`config.mk`:
```
export PLATFORM = sky130hd
export DESIGN_NAME = lsab_fill_core
export DESIGN_NICKNAME = d
export VERILOG_FILES = /design/src/logic/lsab_pkg.sv /design/src/logic/mvblck_pkg.sv /design/src/logic/lsab_ingress.sv /design/src/logic/lsab_section.sv /design/src/logic/mvblck_todram.sv /design/src/logic/lsab_fill_core.sv
export SDC_FILE = /design/constraint.sdc
export NUM_CORES = 2
export LEC_CHECK = 0
export BUFFER_PORTS_ARGS = -buffer_cell sky130_fd_sc_hd__clkbuf_2
export CAP_MARGIN = 40
export CELL_PAD_IN_SITES_DETAIL_PLACEMENT = 1
export CELL_PAD_IN_SITES_GLOBAL_PLACEMENT = 1
export CORE_MARGIN = 4
export CORE_UTILIZATION = 35
export DETAILED_ROUTE_END_ITERATION = 16
export PLACE_DENSITY_LB_ADDON = 0.1
export SLEW_MARGIN = 20
export SYNTH_ARGS = -nofsm -noshare
export SYNTH_HDL_FRONTEND = slang
export SYNTH_SLANG_ARGS = --single-unit
```
`constraint.sdc`:
```
create_clock -name CLK_n -period 13.73 [get_ports CLK_n]
set_input_delay 2.746 -clock CLK_n [delete_from_list [all_inputs] [get_ports CLK_n]]
set_output_delay 2.746 -clock CLK_n [all_outputs]
set_load 0.05 [all_outputs]
```
`src/logic/lsab_pkg.sv`:
```
package lsab_pkg;

  // Defaults only. The top level passes its own values down.
  parameter int LSAB_CHANNELS = 4;
  parameter int LSAB_DEPTH = 16; // Must be a power of two.

  typedef logic [31:0] lsab_word_t;
  typedef logic [24:0] lsab_ancill_t;
  typedef logic [1:0] lsab_section_t;

  // One stored word with its tag and interrupt mark.
  typedef struct packed {
    logic irq;
    lsab_ancill_t ancill;
    lsab_word_t word;
  } lsab_entry_t;

  // What a device presents on its channel in one cycle.
  // An irq without wr marks the next word written on that channel.
  typedef struct packed {
    logic wr;
    logic irq;
    lsab_ancill_t ancill;
    lsab_word_t word;
  } lsab_write_t;

endpackage

```
`src/logic/mvblck_pkg.sv`:
```
package mvblck_pkg;

  import lsab_pkg::*;

  typedef logic [8:0] mvblck_col_t; // Word address, wraps at 512.
  typedef logic [5:0] mvblck_count_t;

  // Block command as issued by the host.
  typedef struct packed {
    mvblck_col_t start;
    mvblck_count_t count;
    lsab_section_t section;
  } mvblck_cmd_t;

  // Everything but working holds until the next accepted issue.
  typedef struct packed {
    logic working;
    logic irq;
    logic abrupt_stop;
    mvblck_count_t count_sent;
    lsab_ancill_t ancill;
  } mvblck_status_t;

  typedef enum logic [1:0] {
    mv_idle,
    mv_fetch,
    mv_write,
    mv_done
  } mvblck_state_t;

  // Wishbone classic master outputs, single writes only.
  typedef struct packed {
    logic cyc;
    logic stb;
    logic we;
    mvblck_col_t adr;
    lsab_word_t dat;
    logic [3:0] sel;
  } wb_master_t;

endpackage

```
`src/logic/lsab_ingress.sv`:
```
`timescale 1ns/1ns

module lsab_ingress
  import lsab_pkg::*;
#(
  parameter int LSAB_CHANNELS = lsab_pkg::LSAB_CHANNELS
)
(
  input  logic                     CLK_n,
  input  logic                     RST_MASTER,
  input  lsab_write_t              i_dev [LSAB_CHANNELS],
  output logic [LSAB_CHANNELS-1:0] o_push,
  output lsab_entry_t              o_entry [LSAB_CHANNELS]
);

  // Interrupt seen on a channel with no word to carry it yet.
  logic [LSAB_CHANNELS-1:0] pending_q;

  always_ff @(posedge CLK_n)
  begin
    if (RST_MASTER)
    begin
      o_push <= '0;
      pending_q <= '0;
    end
    else
    begin
      for (int c = 0; c < LSAB_CHANNELS; c++)
      begin
        o_push[c] <= i_dev[c].wr;
        if (i_dev[c].wr)
          pending_q[c] <= 1'b0; // The mark leaves with this word.
        else if (i_dev[c].irq)
          pending_q[c] <= 1'b1;
      end
    end
  end

  // The entry only changes with a write, so it is stable while push is low.
  always_ff @(posedge CLK_n)
  begin
    for (int c = 0; c < LSAB_CHANNELS; c++)
    begin
      if (i_dev[c].wr)
      begin
        o_entry[c].irq <= i_dev[c].irq | pending_q[c];
        o_entry[c].ancill <= i_dev[c].ancill;
        o_entry[c].word <= i_dev[c].word;
      end
    end
  end

endmodule

```
`src/logic/lsab_section.sv`:
```
`timescale 1ns/1ns

module lsab_section
  import lsab_pkg::*;
#(
  parameter int LSAB_DEPTH = lsab_pkg::LSAB_DEPTH
)
(
  input  logic        CLK_n,
  input  logic        RST_MASTER,
  input  logic        i_push,
  input  lsab_entry_t i_entry,
  input  logic        i_pop,
  output lsab_entry_t o_head,
  output logic        o_empty,
  output logic        o_full
);

  localparam int PTR_W = $clog2(LSAB_DEPTH);
  localparam int CNT_W = PTR_W + 1;

  lsab_entry_t mem_q [LSAB_DEPTH];
  logic [PTR_W-1:0] wr_ptr_q;
  logic [PTR_W-1:0] rd_ptr_q;
  logic [CNT_W-1:0] count_q;
  logic do_push;
  logic do_pop;

  assign do_push = i_push && (count_q != CNT_W'(LSAB_DEPTH));
  assign do_pop = i_pop && !o_empty;

  always_ff @(posedge CLK_n)
  begin
    if (RST_MASTER)
    begin
      wr_ptr_q <= '0;
      rd_ptr_q <= '0;
      count_q <= '0;
    end
    else
    begin
      if (do_push)
        wr_ptr_q <= wr_ptr_q + 1'b1; // Pointers wrap with the power-of-two depth.
      if (do_pop)
        rd_ptr_q <= rd_ptr_q + 1'b1;
      if (do_push && !do_pop)
        count_q <= count_q + 1'b1;
      else if (do_pop && !do_push)
        count_q <= count_q - 1'b1;
    end
  end

  always_ff @(posedge CLK_n)
  begin
    if (do_push)
      mem_q[wr_ptr_q] <= i_entry;
  end

  assign o_head = mem_q[rd_ptr_q];
  assign o_empty = (count_q == '0);

  // One slot stays free for the word still in the ingress register.
  assign o_full = (count_q >= CNT_W'(LSAB_DEPTH - 1));

endmodule

```
`src/logic/mvblck_todram.sv`:
```
`timescale 1ns/1ns

module mvblck_todram
  import lsab_pkg::*;
  import mvblck_pkg::*;
#(
  parameter int LSAB_CHANNELS = lsab_pkg::LSAB_CHANNELS
)
(
  input  logic                     CLK_n,
  input  logic                     RST_MASTER,
  input  mvblck_cmd_t              i_cmd,
  input  logic                     i_issue,
  input  lsab_entry_t              i_head [LSAB_CHANNELS],
  input  logic [LSAB_CHANNELS-1:0] i_empty,
  output logic [LSAB_CHANNELS-1:0] o_pop,
  output wb_master_t               o_wb,
  input  logic                     i_wb_ack,
  output mvblck_status_t           o_status
);

  mvblck_state_t state_q;
  mvblck_cmd_t cmd_q;
  lsab_entry_t word_q; // Word on the bus, with its mark and tag.
  mvblck_col_t adr_q;
  logic cyc_q;
  logic irq_q;
  logic abrupt_q;
  mvblck_count_t count_sent_q;
  lsab_ancill_t ancill_q;

  lsab_entry_t sel_head;
  logic sel_empty;
  logic issue_ok;
  logic pop_ok;
  mvblck_count_t count_next;
  logic last_word;

  assign sel_head = i_head[cmd_q.section];
  assign sel_empty = i_empty[cmd_q.section];
  assign issue_ok = (state_q == mv_idle) && i_issue; // Issues while busy are dropped.
  assign pop_ok = (state_q == mv_fetch) && !sel_empty;
  assign count_next = count_sent_q + 1'b1;
  assign last_word = (count_next == cmd_q.count);

  always_ff @(posedge CLK_n)
  begin
    if (RST_MASTER)
    begin
      state_q <= mv_idle;
      cyc_q <= 1'b0;
      irq_q <= 1'b0;
      abrupt_q <= 1'b0;
      count_sent_q <= '0;
      ancill_q <= '0;
    end
    else
    begin
      unique case (state_q)
        mv_idle:
        begin
          if (i_issue)
          begin
            irq_q <= 1'b0;
            abrupt_q <= 1'b0;
            count_sent_q <= '0;
            ancill_q <= '0;
            // An empty request ends without touching the bus.
            state_q <= (i_cmd.count == '0) ? mv_done : mv_fetch;
          end
        end
        mv_fetch:
        begin
          if (sel_empty)
          begin
            abrupt_q <= 1'b1;
            state_q <= mv_done;
          end
          else
          begin
            cyc_q <= 1'b1;
            state_q <= mv_write;
          end
        end
        mv_write:
        begin
          if (i_wb_ack)
          begin
            cyc_q <= 1'b0;
            count_sent_q <= count_next;
            if (word_q.irq)
            begin
              irq_q <= 1'b1;
              ancill_q <= word_q.ancill;
            end
            state_q <= (last_word || word_q.irq) ? mv_done : mv_fetch;
          end
        end
        mv_done:
          state_q <= mv_idle;
      endcase
    end
  end

  always_ff @(posedge CLK_n)
  begin
    if (issue_ok)
      cmd_q <= i_cmd;
    if (pop_ok)
    begin
      word_q <= sel_head;
      adr_q <= cmd_q.start + mvblck_col_t'(count_sent_q); // Wraps from 511 to 0.
    end
  end

  always_comb
  begin
    o_pop = '0;
    if (pop_ok)
      o_pop[cmd_q.section] = 1'b1;
  end

  // All fields come from registers, so they hold while ack is awaited.
  always_comb
  begin
    o_wb.cyc = cyc_q;
    o_wb.stb = cyc_q;
    o_wb.we = 1'b1;
    o_wb.adr = adr_q;
    o_wb.dat = word_q.word;
    o_wb.sel = 4'hf;
  end

  always_comb
  begin
    o_status.working = (state_q != mv_idle);
    o_status.irq = irq_q;
    o_status.abrupt_stop = abrupt_q;
    o_status.count_sent = count_sent_q;
    o_status.ancill = ancill_q;
  end

endmodule

```
`src/logic/lsab_fill_core.sv`:
```
`timescale 1ns/1ns

module lsab_fill_core
  import lsab_pkg::*;
  import mvblck_pkg::*;
#(
  parameter int LSAB_CHANNELS = lsab_pkg::LSAB_CHANNELS,
  parameter int LSAB_DEPTH = lsab_pkg::LSAB_DEPTH
)
(
  input  logic                     CLK_n,
  input  logic                     RST_MASTER,
  input  lsab_write_t              i_dev [LSAB_CHANNELS],
  output logic [LSAB_CHANNELS-1:0] o_dev_full,
  input  mvblck_cmd_t              i_cmd,
  input  logic                     i_issue,
  output mvblck_status_t           o_status,
  output wb_master_t               o_wb,
  input  logic                     i_wb_ack
);

  logic [LSAB_CHANNELS-1:0] w_push;
  lsab_entry_t w_entry [LSAB_CHANNELS];
  lsab_entry_t w_head [LSAB_CHANNELS];
  logic [LSAB_CHANNELS-1:0] w_empty;
  logic [LSAB_CHANNELS-1:0] w_pop;

  lsab_ingress #(
    .LSAB_CHANNELS(LSAB_CHANNELS)
  ) u_ingress (
    .CLK_n(CLK_n),
    .RST_MASTER(RST_MASTER),
    .i_dev(i_dev),
    .o_push(w_push),
    .o_entry(w_entry)
  );

  // Each section's full flag goes straight back to its producer.
  for (genvar g = 0; g < LSAB_CHANNELS; g++)
  begin : g_section
    lsab_section #(
      .LSAB_DEPTH(LSAB_DEPTH)
    ) u_section (
      .CLK_n(CLK_n),
      .RST_MASTER(RST_MASTER),
      .i_push(w_push[g]),
      .i_entry(w_entry[g]),
      .i_pop(w_pop[g]),
      .o_head(w_head[g]),
      .o_empty(w_empty[g]),
      .o_full(o_dev_full[g])
    );
  end

  mvblck_todram #(
    .LSAB_CHANNELS(LSAB_CHANNELS)
  ) u_mover (
    .CLK_n(CLK_n),
    .RST_MASTER(RST_MASTER),
    .i_cmd(i_cmd),
    .i_issue(i_issue),
    .i_head(w_head),
    .i_empty(w_empty),
    .o_pop(w_pop),
    .o_wb(o_wb),
    .i_wb_ack(i_wb_ack),
    .o_status(o_status)
  );

endmodule

```
# Word-level counts from Yosys, hierarchy flattened
# Memory sizes are Yosys's and may differ from the RTL's. A register that Yosys moved wholly into a read port is not among the register bits.
# Index checks and enable logic that the tools add are counted.
# totals
ff_bits	412
ram_bits	3712
inputBits	257
output_inout_bits	86
wordCells	199
n_memories	4
# op_classes
n_addsub	18
order_cmp	7
eq_ne	13
mux	54
n_bitwise	5
reduce_logical	56
# mem_list
name	words	width	rd	rd_ports_with_merged_regs	wr	line_no	source
g_section[0].u_section.mem_q	16	58	1	1	1	lsab_section.sv:22	lsab_entry_t mem_q [LSAB_DEPTH];
g_section[1].u_section.mem_q	16	58	1	1	1	lsab_section.sv:22	
g_section[2].u_section.mem_q	16	58	1	1	1	lsab_section.sv:22	
g_section[3].u_section.mem_q	16	58	1	1	1	lsab_section.sv:22	
# op_table
operator	count
$bmux 58 s2	1
$mux 58	2
$mux 25	3
$pmux 25 s2	1
$mux 5	8
$mux 4	9
$add 4x1->4 const B	8
$add 5x1->5 const B	4
$ge 5x4->1 const B	4
$logic_not 5->1	4
$ne 5x5->1 const B	4
$sub 5x1->5 const B	4
$logic_and 1x1->1	19
$mux 1	17
$reduce_bool 2->1	8
$logic_not 1->1	13
$mux 6	2
$pmux 6 s2	1
$add 9x6->9	1
$reduce_and 3->1	3
$mux 2	4
$pmux 2 s4	1
$reduce_or 2->1	4
$add 6x1->6 const B	1
other kinds (18)	27

# Logic depth before layout (Yosys ltp)
# depth
ltp_word	10
depth_mapped	12
ltp_nobuf	11

# Modules after synthesis
# From an unflattened synthesis, not the netlist that was laid out.
# unflattened
hier_cells	6790
hier_area_um2	155437.8
# modules_own_cells
mod	instances	cells_each	area_per_inst_um2	seq_area_each_um2
lsab_section	4	1528	35501.5	28207.1
lsab_ingress	1	252	7206.9	7126.8
mvblck_todram	1	426	6224.7	3243.1

# Worst setup path after synthesis
# OpenSTA, ideal clock, no wires.
# synth_timing
kind	flip-flop to flip-flop
from	reg g_section[0].u_section.count_q[0]
to	mem g_section[0].u_section.mem_q[3][0] (netlist name) (enable)
setup_time_ns	0.545
t_arrival_ns	5.157
required_time_ns	13.185
slack_ns	8.028
stages_incl_launch_ff	5
n_path_buf	0
synth_period_minus_slack_ns	5.702
cell_sequence	dfxtp_1 > nor4_1 > a21boi_1 > nand2_1 > nor3_1
# synth_via
elab_chain_cells	4
# synth_rtl
element	line_no	source
start, declared	lsab_section.sv:25	logic [CNT_W-1:0] count_q;
start signal, assigned	lsab_section.sv:47	count_q <= count_q + 1'b1;
start signal, assigned	lsab_section.sv:49	count_q <= count_q - 1'b1;
$ne 5x5->1	lsab_section.sv:29	assign do_push = i_push && (count_q != CNT_W'(LSAB_DEPTH));
$logic_and 1x1->1	lsab_section.sv:29	
via g_section[0].u_section.do_push	lsab_section.sv:26	logic do_push;
$mux 1	lsab_section.sv:55	if (do_push)
$mux 1 (not written as such)	lsab_section.sv:56	mem_q[wr_ptr_q] <= i_entry;
end, declared	lsab_section.sv:22	
# The timed path passes the listed nets, and every way through them passes these cells.

==> flow_summary.yaml <==
clocking:
  cts-root-buf: "clkbuf_16"
  cts_hold_buffers: 0
  cts_buffers: 457
  worstSkewPairLatency_ns: 1.01
  cts.htree.levels: 5
  path_clk_slew_ns: 0.06
  post_cts_resized: 0
  cts_tree: "done"
  cts_setup_buffers: 0
  clock_path_buffers: 4
  clock-sinks: 4140
placement:
  port_buffers: 337
  place_ws_ns: 8.29
  gp_congestion: 0.747
  dp_hpwl_um: 293000
  dp_cells: 13100
cells_and_area:
  utilization_pct: 40.8
  finalNonFillerCells: 14000
  final_cell_mix: "4028 x edfxtp_1, 813 x mux4_2, 462 x clkbuf_16"
  areaGrowthSynthToFinish_pct: 16.1
  final_nets: 7962
  drive_above_1_share_pct: 26.7
  layout_commonest_cell: "edfxtp_1"
critical_path:
  crit_family: "buffers and inverters"
  critical_path_class: "reg -> reg"
  crit_path_top_delay_cell: "dfxtp_4"
  arrival_ns: 6.10
  cp.required_ns: 14.46
  crit_buf_inv: 3
  cp-start-kind: "flop"
  cpPeakStageDelay_ns: 0.78
  cpMostUsedCell: "buf_4"
  path_max_fanout: 39
  path_cells: "buf_4, buf_4, buf_4, mux4_2, o21ai_1, nand2_1, or4_1"
  end_kind: "flop"
floorplanning:
  coreArea_mm2: 0.442
  num_rows: 244
  chipHeight_um: 674
  fp.dieW_um: 674
  initial_utilization_pct: 35.1
  io_pins: 343
  dieArea_mm2: 0.454
hold_path:
  min_path_type: "reg -> reg"
sta:
  setup_ws_ns: 8.37
  worst_pin_slew_ns: 1.13
  fin_crit_sh_pct: 39.1
  fmaxAchievable_ghz: 0.186
  hold_violations: 0
  setup_violations: 0
  slew-limit-headroom_pct: 24.4
  finalSetupTns_ns: 0
  min_period_ns: 5.36
  rsz0062_at_grt: "no"
  skew_ns: 0.0492
  slew_viol_final: 0
yosys:
  synth-simple-area-share_pct: 1.58
  synth_xor_xnor_area_share_pct: 0.288
  synth-warning-count: 0
  synthMuxAreaShare_pct: 14.1
  avgSynthCellArea_um2: 22.2
  synth.distinct_cells: 52
  synth_compound_area_share_pct: 2.84
  syn-cell-area_mm2: 0.155
  postSynthCellCount: 7003
  yosysSeqAreaShare_pct: 79.4
  synth_top_family_by_area: "multiplexers"
  synth_fa_ha_area_share_pct: 0.411
  synth_edf_count: 4028
  synth-main-ff-cell: "edfxtp_1"
  async_flop_share_pct: 0
  synth-seq-cells: 4140
detailed_routing:
  via_per_inst: 5.38
  drt_wl_total_um: 481000
  via_count: 75300
  first_iter_violations: 7613
  antenna_left: 0
  wl_per_cell_um: 34.3
  dr.pass1.iters: 6
  route.detailed.drc: 0
global_routing:
  grt_pass1_vias: 79700
  grt_overflow: 0
  grt_first_pass_wirelength_um: 662000
  grt_start_max_net_pins: 110
  grtUsageTotal_pct: 21.0
  grt_antenna_before_repair: 64
power:
  peakVddDrop_mv: 0.0974
  power_density_mw_per_mm2: 152
  p_leak_nw: 55.7
flow_run:
  cap_violations: 0
status:
  outcome: "complete, no violations"
## metrics by stage
step / total power, mW / area, um2 / hold slack, ns
after floorplan: 15.2 / 155000 / 0.451
after global placement: 15.8 / 164000 / 0.464
after detailed placement: 15.9 / 165000 / 0.477
after CTS: 27.8 / 180000 / 0.486
after global routing: 28.4 / 180000 / 0.496
final: 27.5 / 180000 / 0.481
## worst register-to-register path, delay by kind of cell, from the launching register on
family | cells | cell delay [ns]
buffers and inverters | 3 | 2.12
multiplexers | 1 | 0.63
AO/OA/AOI/OAI | 1 | 0.55
flip-flops | 1 | 0.78
AND/OR/NAND/NOR | 2 | 1.02
## worst paths after layout
| check | start | endpoint | slack, ns | depth (start not counted) |
|---|---|---|---|---|
| worst min register to register | u_mover.abrupt_q | u_mover.abrupt_q | 0.48 | 2 |
| worst min-delay path | u_mover.abrupt_q | u_mover.abrupt_q | 0.48 | 2 |
| worst max-delay path | flop | u_mover.word_q[36] | 8.37 | 7 |
| worst max register to register | flop | u_mover.word_q[36] | 8.37 | 7 |
## layer usage
metal	part of all wire [%]	routed length [um]	global-route usage [%]
met1	43	209000	29.5
met2	49	236000	35.0
met3	5.3	25600	2.94
met4	2.1	9930	4.16
met5	0.0056	27	0
## cell type report
cell class / count / area [um2]
inverter: 29 / 109
antenna: 53 / 133
fill: 41100 / 262000
timing repair buffer: 602 / 4550
clock buffer: 596 / 12300
clock inverter: 252 / 2180
tap: 5904 / 7390
multi-input combinational: 2427 / 30400
sequential: 4140 / 123000
## power by group
part	leakage [nW]	internal, mW	switching [mW]
registers	37.4	14.2	0.349
logic	11.2	0.297	0.730
clock network	7.08	6.89	5.00
total	55.7	21.4	6.08
## flip-flops by register name (all words and copies together), names as in the netlist, named ones only
signal,flops
g_section.u_section.count_q,20
g_section.u_section.mem_q,3712
g_section.u_section.rd_ptr_q,16
g_section.u_section.wr_ptr_q,16
u_ingress.o_entry,232
u_ingress.o_push,4
u_ingress.pending_q,4
u_mover.abrupt_q,1
u_mover.adr_q,9
u_mover.ancill_q,25
u_mover.cmd_q,17
u_mover.count_sent_q,6
u_mover.cyc_q,1
u_mover.irq_q,1
u_mover.o_wb,32
u_mover.state_q,2
u_mover.word_q,26
## Yosys cell counts (all sizes together), types with 27 or more instances
library cell / count / area, um2
clkbuf: 184 / 691
a221oi: 116 / 1020
edfxtp: 4028 / 121000
xnor2: 27 / 236
inv: 29 / 109
dfxtp: 112 / 2240
mux4: 813 / 18300
buf: 227 / 1390
o21ai: 130 / 651
a21oi: 36 / 180
a22oi: 258 / 1940
o22ai: 59 / 369
or4: 59 / 443
nor2: 144 / 541
ha: 43 / 538
nand2: 217 / 815
mux2i: 356 / 3560
## logic make-up after synthesis
kind of cell	Yosys count
DFF	4140
and+or+nand+nor	524
AOI/OAI and AO/OA	630
adders and majority gates	48
buffers and inverters	440
xor gates and xnor gates	51
muxes	1169
other	1
Note: power is estimated with default switching activity, not from simulation.
